==> src/logic/sportPkg.sv <==
package sportPkg;

  localparam int DataWidth = 16;
  localparam int AxiAddrWidth = 8;
  localparam int AxiDataWidth = 32;
  localparam int RegIdxWidth = 3;
  localparam int SlenWidth = 5;
  localparam int FrameCntWidth = 4;

  // byte offsets inside one port window
  localparam int RegAuto = 'h00;
  localparam int RegFsdiv = 'h04;
  localparam int RegSclkdiv = 'h08;
  localparam int RegSctl = 'h0C;
  localparam int RegMword = 'h10;

  localparam int PortStride = 'h20;
  localparam int BufBase = 'h40;

  // AC97 preset, MWORD kept as {bits 15:13, bits 7:0}
  localparam logic [15:0] Ac97Fsdiv = 16'd255;
  localparam logic [15:0] Ac97Sctl = 16'h010F;
  localparam logic [10:0] Ac97Mword = 11'h210;

  localparam int SctlIrfs = 8;
  localparam int SctlSlenHi = 3;
  localparam int SctlSlenLo = 0;
  localparam int MwordSlenExt = 15;
  localparam int MwordAc97 = 14;
  localparam int AutoClr = 13;

endpackage

==> src/logic/axiLiteRegPort.sv <==
module axiLiteRegPort import sportPkg::*;
#(
  parameter int BufDepth = 8
)
(
  input  logic                          DSPCLK,
  input  logic                          RST,
  input  logic                          awvalid,
  input  logic [AxiAddrWidth-1:0]       awaddr,
  input  logic                          wvalid,
  input  logic [AxiDataWidth-1:0]       wdata,
  input  logic [AxiDataWidth/8-1:0]     wstrb,
  input  logic                          bready,
  input  logic                          arvalid,
  input  logic [AxiAddrWidth-1:0]       araddr,
  input  logic                          rready,
  output logic                          awready,
  output logic                          wready,
  output logic                          bvalid,
  output logic [1:0]                    bresp,
  output logic                          arready,
  output logic                          rvalid,
  output logic [AxiDataWidth-1:0]       rdata,
  output logic [1:0]                    rresp,
  input  logic [DataWidth-1:0]          rdData0,
  input  logic [DataWidth-1:0]          rdData1,
  input  logic [DataWidth-1:0]          bufRdData,
  output logic [DataWidth-1:0]          wrData,
  output logic                          wrEn0,
  output logic                          wrEn1,
  output logic [RegIdxWidth-1:0]        regIdx,
  output logic [$clog2(2*BufDepth)-1:0] bufRdAddr
);

  localparam int BufAddrWidth = $clog2(2*BufDepth);

  logic wrSet;
  logic rdSet;
  logic wrDone;
  logic rdDone;
  logic rdIsBuf;
  logic [AxiAddrWidth-1:0] bufOff;
  logic [DataWidth-1:0] rdSel;

  // write wins a tie so the shared register index stays unambiguous
  assign wrSet = awvalid && wvalid && !awready && !bvalid;
  assign rdSet = arvalid && !arready && !rvalid && !wrSet;
  assign wrDone = awready && awvalid && wvalid;
  assign rdDone = arready && arvalid;

  assign wrData = wdata[DataWidth-1:0];
  assign wrEn0 = wrDone && (awaddr < PortStride);
  assign wrEn1 = wrDone && (awaddr >= PortStride) && (awaddr < 2*PortStride);
  assign regIdx = awready ? awaddr[RegIdxWidth+1:2] : araddr[RegIdxWidth+1:2];

  assign bufOff = araddr - AxiAddrWidth'(BufBase);
  assign rdIsBuf = (araddr >= BufBase) && (bufOff < 8*BufDepth);
  assign bufRdAddr = bufOff[BufAddrWidth+1:2];

  always_comb
  begin
    if (araddr < PortStride)
      rdSel = rdData0;
    else if (araddr < 2*PortStride)
      rdSel = rdData1;
    else if (rdIsBuf)
      rdSel = bufRdData;
    else
      rdSel = '0;
  end

  assign bresp = 2'b00;
  assign rresp = 2'b00;

  always_ff @(posedge DSPCLK or posedge RST)
  begin
    if (RST)
    begin
      awready <= 1'b0;
      wready <= 1'b0;
      arready <= 1'b0;
      bvalid <= 1'b0;
      rvalid <= 1'b0;
    end
    else
    begin
      awready <= wrSet;
      wready <= wrSet;
      arready <= rdSet;
      if (wrDone)
        bvalid <= 1'b1;
      else if (bready)
        bvalid <= 1'b0;
      if (rdDone)
        rvalid <= 1'b1;
      else if (rready)
        rvalid <= 1'b0;
    end
  end

  always_ff @(posedge DSPCLK)
  begin
    if (rdDone)
      rdata <= {{(AxiDataWidth-DataWidth){1'b0}}, rdSel};
  end

endmodule

==> src/logic/sportCtrlRegs.sv <==
module sportCtrlRegs import sportPkg::*;
(
  input  logic                     DSPCLK,
  input  logic                     RST,
  input  logic [DataWidth-1:0]     wrData,
  input  logic                     wrEn,
  input  logic [RegIdxWidth-1:0]   regIdx,
  input  logic [FrameCntWidth-1:0] frameCount,
  output logic [DataWidth-1:0]     rdData,
  output logic [DataWidth-1:0]     sclkDiv,
  output logic [DataWidth-1:0]     fsDiv,
  output logic                     irfsEn,
  output logic [SlenWidth-1:0]     slen,
  output logic                     idxClr
);

  localparam logic [RegIdxWidth-1:0] IdxAuto = RegIdxWidth'(RegAuto / 4);
  localparam logic [RegIdxWidth-1:0] IdxFsdiv = RegIdxWidth'(RegFsdiv / 4);
  localparam logic [RegIdxWidth-1:0] IdxSclkdiv = RegIdxWidth'(RegSclkdiv / 4);
  localparam logic [RegIdxWidth-1:0] IdxSctl = RegIdxWidth'(RegSctl / 4);
  localparam logic [RegIdxWidth-1:0] IdxMword = RegIdxWidth'(RegMword / 4);

  logic [DataWidth-1:0] autoReg;
  logic [DataWidth-1:0] sctlReg;
  logic [10:0] mwStore;
  logic [DataWidth-1:0] mword;
  logic [DataWidth-1:0] mwordRd;
  logic [DataWidth-1:0] autoRd;
  logic wrAuto;
  logic wrFsdiv;
  logic wrSclkdiv;
  logic wrSctl;
  logic wrMword;
  logic acPreset;

  assign wrAuto = wrEn && (regIdx == IdxAuto);
  assign wrFsdiv = wrEn && (regIdx == IdxFsdiv);
  assign wrSclkdiv = wrEn && (regIdx == IdxSclkdiv);
  assign wrSctl = wrEn && (regIdx == IdxSctl);
  assign wrMword = wrEn && (regIdx == IdxMword);

  // bit 14 of an MWORD write loads the AC97 preset
  assign acPreset = wrMword && wrData[MwordAc97];

  always_ff @(posedge DSPCLK or posedge RST)
  begin
    if (RST)
    begin
      autoReg <= '0;
      fsDiv <= '0;
      sclkDiv <= '0;
      sctlReg <= '0;
      mwStore <= '0;
    end
    else
    begin
      if (wrAuto)
        autoReg <= wrData;
      else
        autoReg[AutoClr] <= 1'b0;
      if (acPreset)
        fsDiv <= Ac97Fsdiv;
      else if (wrFsdiv)
        fsDiv <= wrData;
      if (wrSclkdiv)
        sclkDiv <= wrData;
      if (acPreset)
        sctlReg <= Ac97Sctl;
      else if (wrSctl)
        sctlReg <= wrData;
      if (acPreset)
        mwStore <= Ac97Mword | {2'b00, wrData[13], 8'h00};
      else if (wrMword)
        mwStore <= {wrData[15:13], wrData[7:0]};
    end
  end

  assign mword = {mwStore[10:8], 5'b00000, mwStore[7:0]};

  // live frame count shows only in preset mode
  always_comb
  begin
    mwordRd = mword;
    if (mword[MwordAc97])
      mwordRd[11:8] = frameCount;
  end

  always_comb
  begin
    autoRd = autoReg;
    autoRd[AutoClr] = 1'b0;
  end

  always_comb
  begin
    case (regIdx)
      IdxAuto: rdData = autoRd;
      IdxFsdiv: rdData = fsDiv;
      IdxSclkdiv: rdData = sclkDiv;
      IdxSctl: rdData = sctlReg;
      IdxMword: rdData = mwordRd;
      default: rdData = '0;
    endcase
  end

  assign irfsEn = sctlReg[SctlIrfs];
  assign slen = {mword[MwordSlenExt], sctlReg[SctlSlenHi:SctlSlenLo]};
  assign idxClr = autoReg[AutoClr];

endmodule

==> src/logic/sportClockGen.sv <==
module sportClockGen import sportPkg::*;
(
  input  logic                 DSPCLK,
  input  logic                 RST,
  input  logic [DataWidth-1:0] sclkDiv,
  input  logic [DataWidth-1:0] fsDiv,
  input  logic                 irfsEn,
  output logic                 sclk,
  output logic                 sclkRise,
  output logic                 rfs
);

  logic [DataWidth-1:0] divCnt;
  logic [DataWidth-1:0] frameCnt;
  logic divHit;

  assign divHit = (divCnt == sclkDiv);

  always_ff @(posedge DSPCLK or posedge RST)
  begin
    if (RST)
    begin
      divCnt <= '0;
      frameCnt <= '0;
      sclk <= 1'b0;
      sclkRise <= 1'b0;
      rfs <= 1'b0;
    end
    else if (!irfsEn)
    begin
      divCnt <= '0;
      frameCnt <= '0;
      sclk <= 1'b0;
      sclkRise <= 1'b0;
      rfs <= 1'b0;
    end
    else
    begin
      sclkRise <= divHit && !sclk;
      if (divHit)
      begin
        divCnt <= '0;
        sclk <= !sclk;
        // rfs moves on the falling edge so it is stable at the next rise
        if (sclk)
        begin
          if (frameCnt == fsDiv)
          begin
            frameCnt <= '0;
            rfs <= 1'b1;
          end
          else
          begin
            frameCnt <= frameCnt + 1'b1;
            rfs <= 1'b0;
          end
        end
      end
      else
        divCnt <= divCnt + 1'b1;
    end
  end

endmodule

==> src/logic/sportReceiver.sv <==
module sportReceiver import sportPkg::*;
(
  input  logic                     DSPCLK,
  input  logic                     RST,
  input  logic                     sclkRise,
  input  logic                     rfs,
  input  logic                     dr,
  input  logic [SlenWidth-1:0]     slen,
  output logic                     rxValid,
  output logic [DataWidth-1:0]     rxWord,
  output logic [FrameCntWidth-1:0] frameCount
);

  logic busy;
  logic [SlenWidth-1:0] remain;
  logic [DataWidth-1:0] shiftReg;
  logic [DataWidth-1:0] sampled;
  logic take;
  logic last;

  // a new word starts right-justified from zero
  assign sampled = busy ? {shiftReg[DataWidth-2:0], dr} : {{(DataWidth-1){1'b0}}, dr};
  assign take = sclkRise && (busy || rfs);
  assign last = busy ? (remain == 1) : (slen == 0);

  always_ff @(posedge DSPCLK or posedge RST)
  begin
    if (RST)
    begin
      busy <= 1'b0;
      remain <= '0;
      rxValid <= 1'b0;
      frameCount <= '0;
    end
    else
    begin
      rxValid <= take && last;
      if (take)
      begin
        remain <= busy ? remain - 1'b1 : slen;
        busy <= !last;
        if (last)
          frameCount <= frameCount + 1'b1;
      end
    end
  end

  always_ff @(posedge DSPCLK)
  begin
    if (take)
      shiftReg <= sampled;
    if (take && last)
      rxWord <= sampled;
  end

endmodule

==> src/logic/rxBufferArbiter.sv <==
module rxBufferArbiter import sportPkg::*;
#(
  parameter int BufDepth = 8
)
(
  input  logic                          DSPCLK,
  input  logic                          RST,
  input  logic                          rxValid0,
  input  logic [DataWidth-1:0]          rxWord0,
  input  logic                          idxClr0,
  input  logic                          rxValid1,
  input  logic [DataWidth-1:0]          rxWord1,
  input  logic                          idxClr1,
  output logic                          bufWrEn,
  output logic [$clog2(2*BufDepth)-1:0] bufWrAddr,
  output logic [DataWidth-1:0]          bufWrData
);

  localparam int IdxWidth = $clog2(BufDepth);

  logic [1:0] rxValid;
  logic [1:0] idxClr;
  logic [1:0] pend;
  logic [1:0] grant;
  logic [DataWidth-1:0] rxWord [2];
  logic [DataWidth-1:0] word [2];
  logic [IdxWidth-1:0] wrIdx [2];
  logic lastGrant;

  assign rxValid = {rxValid1, rxValid0};
  assign idxClr = {idxClr1, idxClr0};
  assign rxWord[0] = rxWord0;
  assign rxWord[1] = rxWord1;

  // on a tie the port not served last goes first
  assign grant = (&pend) ? (lastGrant ? 2'b01 : 2'b10) : pend;

  always_ff @(posedge DSPCLK or posedge RST)
  begin
    if (RST)
    begin
      pend <= '0;
      wrIdx[0] <= '0;
      wrIdx[1] <= '0;
      lastGrant <= 1'b1;
      bufWrEn <= 1'b0;
    end
    else
    begin
      for (int p = 0; p < 2; p++)
      begin
        if (rxValid[p])
          pend[p] <= 1'b1;
        else if (grant[p])
          pend[p] <= 1'b0;
        if (idxClr[p])
          wrIdx[p] <= '0;
        else if (grant[p])
          wrIdx[p] <= wrIdx[p] + 1'b1;
      end
      bufWrEn <= |grant;
      if (|grant)
        lastGrant <= grant[1];
    end
  end

  always_ff @(posedge DSPCLK)
  begin
    for (int p = 0; p < 2; p++)
    begin
      if (rxValid[p])
        word[p] <= rxWord[p];
    end
    if (|grant)
    begin
      bufWrAddr <= {grant[1], wrIdx[grant[1]]};
      bufWrData <= word[grant[1]];
    end
  end

endmodule

==> src/logic/rxBuffer.sv <==
module rxBuffer import sportPkg::*;
#(
  parameter int BufDepth = 8
)
(
  input  logic                          DSPCLK,
  input  logic                          bufWrEn,
  input  logic [$clog2(2*BufDepth)-1:0] bufWrAddr,
  input  logic [DataWidth-1:0]          bufWrData,
  input  logic [$clog2(2*BufDepth)-1:0] bufRdAddr,
  output logic [DataWidth-1:0]          bufRdData
);

  // port 0 in the lower half, port 1 in the upper half
  logic [DataWidth-1:0] mem [2*BufDepth];

  always_ff @(posedge DSPCLK)
  begin
    if (bufWrEn)
      mem[bufWrAddr] <= bufWrData;
  end

  assign bufRdData = mem[bufRdAddr];

endmodule

==> src/logic/sportSubsys.sv <==
module sportSubsys import sportPkg::*;
(
  input  logic                      DSPCLK,
  input  logic                      RST,
  input  logic                      awvalid,
  input  logic [AxiAddrWidth-1:0]   awaddr,
  input  logic                      wvalid,
  input  logic [AxiDataWidth-1:0]   wdata,
  input  logic [AxiDataWidth/8-1:0] wstrb,
  input  logic                      bready,
  input  logic                      arvalid,
  input  logic [AxiAddrWidth-1:0]   araddr,
  input  logic                      rready,
  input  logic                      dr0,
  input  logic                      dr1,
  output logic                      awready,
  output logic                      wready,
  output logic                      bvalid,
  output logic [1:0]                bresp,
  output logic                      arready,
  output logic                      rvalid,
  output logic [AxiDataWidth-1:0]   rdata,
  output logic [1:0]                rresp,
  output logic                      sclk0,
  output logic                      sclk1,
  output logic                      rfs0,
  output logic                      rfs1
);

  localparam int BufDepth = 8;
  localparam int BufAddrWidth = $clog2(2*BufDepth);

  logic [DataWidth-1:0] wrData;
  logic [RegIdxWidth-1:0] regIdx;
  logic [1:0] wrEn;
  logic [DataWidth-1:0] rdData [2];
  logic [BufAddrWidth-1:0] bufRdAddr;
  logic [DataWidth-1:0] bufRdData;
  logic bufWrEn;
  logic [BufAddrWidth-1:0] bufWrAddr;
  logic [DataWidth-1:0] bufWrData;

  logic [DataWidth-1:0] sclkDiv [2];
  logic [DataWidth-1:0] fsDiv [2];
  logic [SlenWidth-1:0] slen [2];
  logic [DataWidth-1:0] rxWord [2];
  logic [FrameCntWidth-1:0] frameCount [2];
  logic [1:0] irfsEn;
  logic [1:0] idxClr;
  logic [1:0] sclkRise;
  logic [1:0] sclk;
  logic [1:0] rfs;
  logic [1:0] dr;
  logic [1:0] rxValid;

  assign dr = {dr1, dr0};
  assign sclk0 = sclk[0];
  assign sclk1 = sclk[1];
  assign rfs0 = rfs[0];
  assign rfs1 = rfs[1];

  axiLiteRegPort #(.BufDepth(BufDepth)) busPort (
    .DSPCLK(DSPCLK), .RST(RST),
    .awvalid(awvalid), .awaddr(awaddr), .wvalid(wvalid), .wdata(wdata), .wstrb(wstrb),
    .bready(bready), .arvalid(arvalid), .araddr(araddr), .rready(rready),
    .awready(awready), .wready(wready), .bvalid(bvalid), .bresp(bresp),
    .arready(arready), .rvalid(rvalid), .rdata(rdata), .rresp(rresp),
    .rdData0(rdData[0]), .rdData1(rdData[1]), .bufRdData(bufRdData),
    .wrData(wrData), .wrEn0(wrEn[0]), .wrEn1(wrEn[1]), .regIdx(regIdx),
    .bufRdAddr(bufRdAddr)
  );

  for (genvar p = 0; p < 2; p++)
  begin : portGen
    sportCtrlRegs ctrlRegs (
      .DSPCLK(DSPCLK), .RST(RST), .wrData(wrData), .wrEn(wrEn[p]), .regIdx(regIdx),
      .frameCount(frameCount[p]), .rdData(rdData[p]), .sclkDiv(sclkDiv[p]),
      .fsDiv(fsDiv[p]), .irfsEn(irfsEn[p]), .slen(slen[p]), .idxClr(idxClr[p])
    );

    sportClockGen clockGen (
      .DSPCLK(DSPCLK), .RST(RST), .sclkDiv(sclkDiv[p]), .fsDiv(fsDiv[p]),
      .irfsEn(irfsEn[p]), .sclk(sclk[p]), .sclkRise(sclkRise[p]), .rfs(rfs[p])
    );

    sportReceiver receiver (
      .DSPCLK(DSPCLK), .RST(RST), .sclkRise(sclkRise[p]), .rfs(rfs[p]), .dr(dr[p]),
      .slen(slen[p]), .rxValid(rxValid[p]), .rxWord(rxWord[p]),
      .frameCount(frameCount[p])
    );
  end

  rxBufferArbiter #(.BufDepth(BufDepth)) arbiter (
    .DSPCLK(DSPCLK), .RST(RST),
    .rxValid0(rxValid[0]), .rxWord0(rxWord[0]), .idxClr0(idxClr[0]),
    .rxValid1(rxValid[1]), .rxWord1(rxWord[1]), .idxClr1(idxClr[1]),
    .bufWrEn(bufWrEn), .bufWrAddr(bufWrAddr), .bufWrData(bufWrData)
  );

  rxBuffer #(.BufDepth(BufDepth)) buffer (
    .DSPCLK(DSPCLK), .bufWrEn(bufWrEn), .bufWrAddr(bufWrAddr), .bufWrData(bufWrData),
    .bufRdAddr(bufRdAddr), .bufRdData(bufRdData)
  );

endmodule

==> config.mk <==
export PLATFORM = sky130hd
export DESIGN_NAME = sportSubsys
export DESIGN_NICKNAME = d
export VERILOG_FILES = /design/src/logic/sportPkg.sv /design/src/logic/axiLiteRegPort.sv /design/src/logic/sportCtrlRegs.sv /design/src/logic/sportClockGen.sv /design/src/logic/sportReceiver.sv /design/src/logic/rxBufferArbiter.sv /design/src/logic/rxBuffer.sv /design/src/logic/sportSubsys.sv
export SDC_FILE = /design/constraint.sdc
export NUM_CORES = 1
export LEC_CHECK = 0
export BUFFER_PORTS_ARGS = -buffer_cell sky130_fd_sc_hd__buf_2
export CORE_MARGIN = 2
export CORE_UTILIZATION = 50
export DETAILED_ROUTE_END_ITERATION = 6
export GPL_ROUTABILITY_DRIVEN = 0
export GPL_TIMING_DRIVEN = 0
export MAX_ROUTING_LAYER = met4
export PLACE_DENSITY = 0.69
export SLEW_MARGIN = 20
export SYNTH_ARGS = -nofsm -noshare
export SYNTH_HDL_FRONTEND = slang
export SYNTH_SLANG_ARGS = --single-unit
==> constraint.sdc <==
create_clock -name DSPCLK -period 8 [get_ports DSPCLK]
set_input_delay 1.6 -clock DSPCLK [delete_from_list [all_inputs] [get_ports DSPCLK]]
set_output_delay 1.6 -clock DSPCLK [all_outputs]
set_load 0.02 [all_outputs]
==> qor.yml <==
floorplan:
  die_w_um: 239
  design.core.area_um2: 54900
  ioPinCount: 106
  dieHeight_um: 239
  fp-row-count: 86
  start_util: 0.504
  dieArea_um2: 57200
worst_setup_path:
  slowest_delay_ns: 0.62
  worstReg2RegEnd: "busPort.rdata[10]"
  crit_slowest_cell: "clkbuf_1"
  cp_max_fo: 10
  path_class: "input port to flop"
  worstSetupStartpointType: "input port"
  reg2reg_setup_slack_ns: 4.91
  r2r-start: "busPort.awready"
  crit_path_end_kind: "flop"
  cpMostUsedCell: "buf_2"
  critPathArrivalTime_ns: 4.31
  cp_cell_sequence: "buf_2 > buf_2 > clkbuf_1 > mux4_2 > o22ai_1 > nor2_1 > a221oi_1 > o2bb2ai_1"
  required_ns: 8.33
  r2r_cells: 8
routing:
  wire_per_inst_um: 23.5
  vias_per_cell: 6.04
  drc_errors: 0
  num_vias: 17700
  drt_iter0_markers: 1814
  antenna_left: 0
  first_pass_iters: 6
  drt_wl_total_mm: 69.0
clock_tree:
  cts_resized: 0
  cts-root-buf: "clkbuf_16"
  hold_buffers: 0
  tritoncts: "yes"
  post_cts.repair.setup_buffers: 0
  path_clk_slew_ns: 0.06
  cts.sinks: 642
  cts_buffers: 68
  cts_buffer_depth: 3
  cts_max_level: 3
  clk_latency_ns: 0.63
logic_synthesis:
  yosysSeqAreaShare: 0.651
  synthDistinctLibCells: 81
  synth_area_um2: 27700
  syn_inst: 1998
  yosys_most_used_dff: "edfxtp_1"
  synth_edf_count: 386
  ys_seq_elements: 642
  synth_warnings: 0
  syn_area_per_cell_um2: 13.8
  async_reset_ff_frac: 0.399
global_route:
  grt_max_degree: 34
  grt_pass1_vias: 17500
  grt_pass1_wl_mm: 105
  grt-ovfl-total: 0
  antenna_found_initial: 4
  gr-usage-all-layers: 0.252
run_status:
  outcome: "finished, final reports clean"
placement:
  dpl_cell_area_um2: 29400
  dp_hpwl_mm: 49.3
  port_buffers: 51
  post-place-ws_ns: 3.62
sta:
  slew_headroom: 0.291
  tightest_slew_ns: 1.06
  rsz0062_at_grt: "false"
  setup_tns_ns: 0
  fin_hold_ws_ns: 0.414
  min_period_ns: 3.98
  max_freq_mhz: 251
  clock_skew_ns: 0.0239
  drv_slew: 0
  setup_ws_ns: 4.02
  fin_crit_sh: 0.497
  finalHoldViolations: 0
  setup_viol: 0
cells_and_area:
  layout_common_cells: "edfxtp_1 (386), dfrtp_1 (255), nand2_1 (232)"
  fillers: 4238
  drive_above_1_share: 0.209
  syn_to_final_growth_pct: 14.8
  final_common_cell: "edfxtp_1"
  finalNetCount: 2241
  fin_area_um2: 31800
pwr:
  power_density_nw_per_um2: 269
  p_leak_uw: 0.0123
  ir_worst_vdd_mv: 0.181
  power_uw: 8540
worst_hold_path:
  hp-class: "flop to flop"
  min_to: "arbiter.word[1][11]"
  min_delay_path_depth: 0
  hp-start: "portGen[1].receiver.rxWord[11]"
job:
  drv_cap: 0
-- cells in the mapped netlist, types with 7 or more instances --
cell type,n,area (um2)
o22ai_1,38,238
o2bb2ai_1,8,70.1
mux2_1,13,146
a211oi_1,30,225
buf_2,31,155
a22oi_1,7,52.6
nand2b_1,20,125
dfrtp_1,255,6380
nor2_1,94,353
o211ai_1,18,135
and4_1,8,70.1
mux2_2,80,901
and2_1,37,231
a21oi_1,69,345
buf_6,9,101
o21ai_0,65,325
or3_1,17,106
edfxtp_1,386,11600
nor3_1,19,95.1
ha_1,12,150
inv_1,25,93.8
mux4_2,65,1460
nor4_1,20,125
xnor2_1,26,228
buf_4,34,255
nand4_1,17,106
a221oi_1,13,114
mux2i_1,20,200
o32ai_1,10,87.6
nand3_1,74,370
clkbuf_1,46,173
a222oi_1,15,150
xor2_1,78,683
nand2_1,232,871
and3_1,10,62.6
-- critical path: cells and delay by family --
kind	cells	cell delay [ns]
buf+inv	3	1.08
compound gates	3	1.08
mux	1	0.44
simple gates	1	0.09
-- power breakdown --
part           internal, uW  switching (uW)
sequential             3880             254
combinational           394             724
clock                  1970            1320
-- how the worst max path moves through the flow --
stage | start | endpoint | slack (ns)
detailed placement | araddr[4] | busPort.rdata[3] | 3.62
CTS | araddr[4] | busPort.rdata[4] | 4.22
finish | araddr[4] | busPort.rdata[4] | 4.02
floorplan | RST | arbiter.bufWrEn | 3.03
global route | araddr[4] | busPort.rdata[3] | 4.14
global placement | RST | portGen[1].receiver.busy | 1.47
-- registers in the layout (all words and copies together), names as in the netlist, 4 cells and up --
name and flops:
busPort.rdata 16, portGen.ctrlRegs.fsDiv 32, buffer.mem 256, arbiter.bufWrAddr 4, portGen.ctrlRegs.sclkDiv 32, arbiter.bufWrData 16, portGen.receiver.frameCount 8, portGen.ctrlRegs.mwStore 22
arbiter.wrIdx 6, portGen.receiver.shiftReg 30, portGen.ctrlRegs.autoReg 32, portGen.clockGen.divCnt 32, arbiter.word 32, portGen.receiver.rxWord 32, portGen.ctrlRegs.sctlReg 32, portGen.clockGen.frameCnt 32
portGen.receiver.remain 10
-- per-layer routing --
layer	share of wire	wire [um]	track usage
met1	0.40	27900	0.323
met2	0.48	33400	0.398
met3	0.074	5070	0.0453
met4	0.038	2640	0.105
met5	0	0	-
-- area by class of cell --
type	count	area, um2	area share
multi-input cells	1220	8970	0.283
flip-flops and latches	642	18000	0.567
well taps	704	881	0.0277
clock buffers	92	1930	0.0609
diodes	4	10.0	0.000315
clock inverters	31	427	0.0134
repair buffers	81	696	0.0219
inverters	28	109	0.00343
plain buffers	127	728	0.0229
-- per-stage QoR --
step | instances | utilization
6_report | 2929 | 0.579
5_1_grt | 2929 | 0.579
4_1_cts | 2925 | 0.578
3_5_place_dp | 2802 | 0.535
3_3_place_gp | 2772 | 0.526
2_1_floorplan | 2017 | -
-- logic make-up after synthesis --
group	Yosys count	share of synthesized area
XOR/XNOR	104	0.0329
AND/OR/NAND/NOR	587	0.104
adder cells (fa/ha/maj)	12	0.00543
flip-flops	642	0.651
buffers and inverters	155	0.0301
AO/OA/AOI/OAI	316	0.0771
other	1	0.000136
multiplexers	181	0.0999
Power figures use the tool's default switching activity.
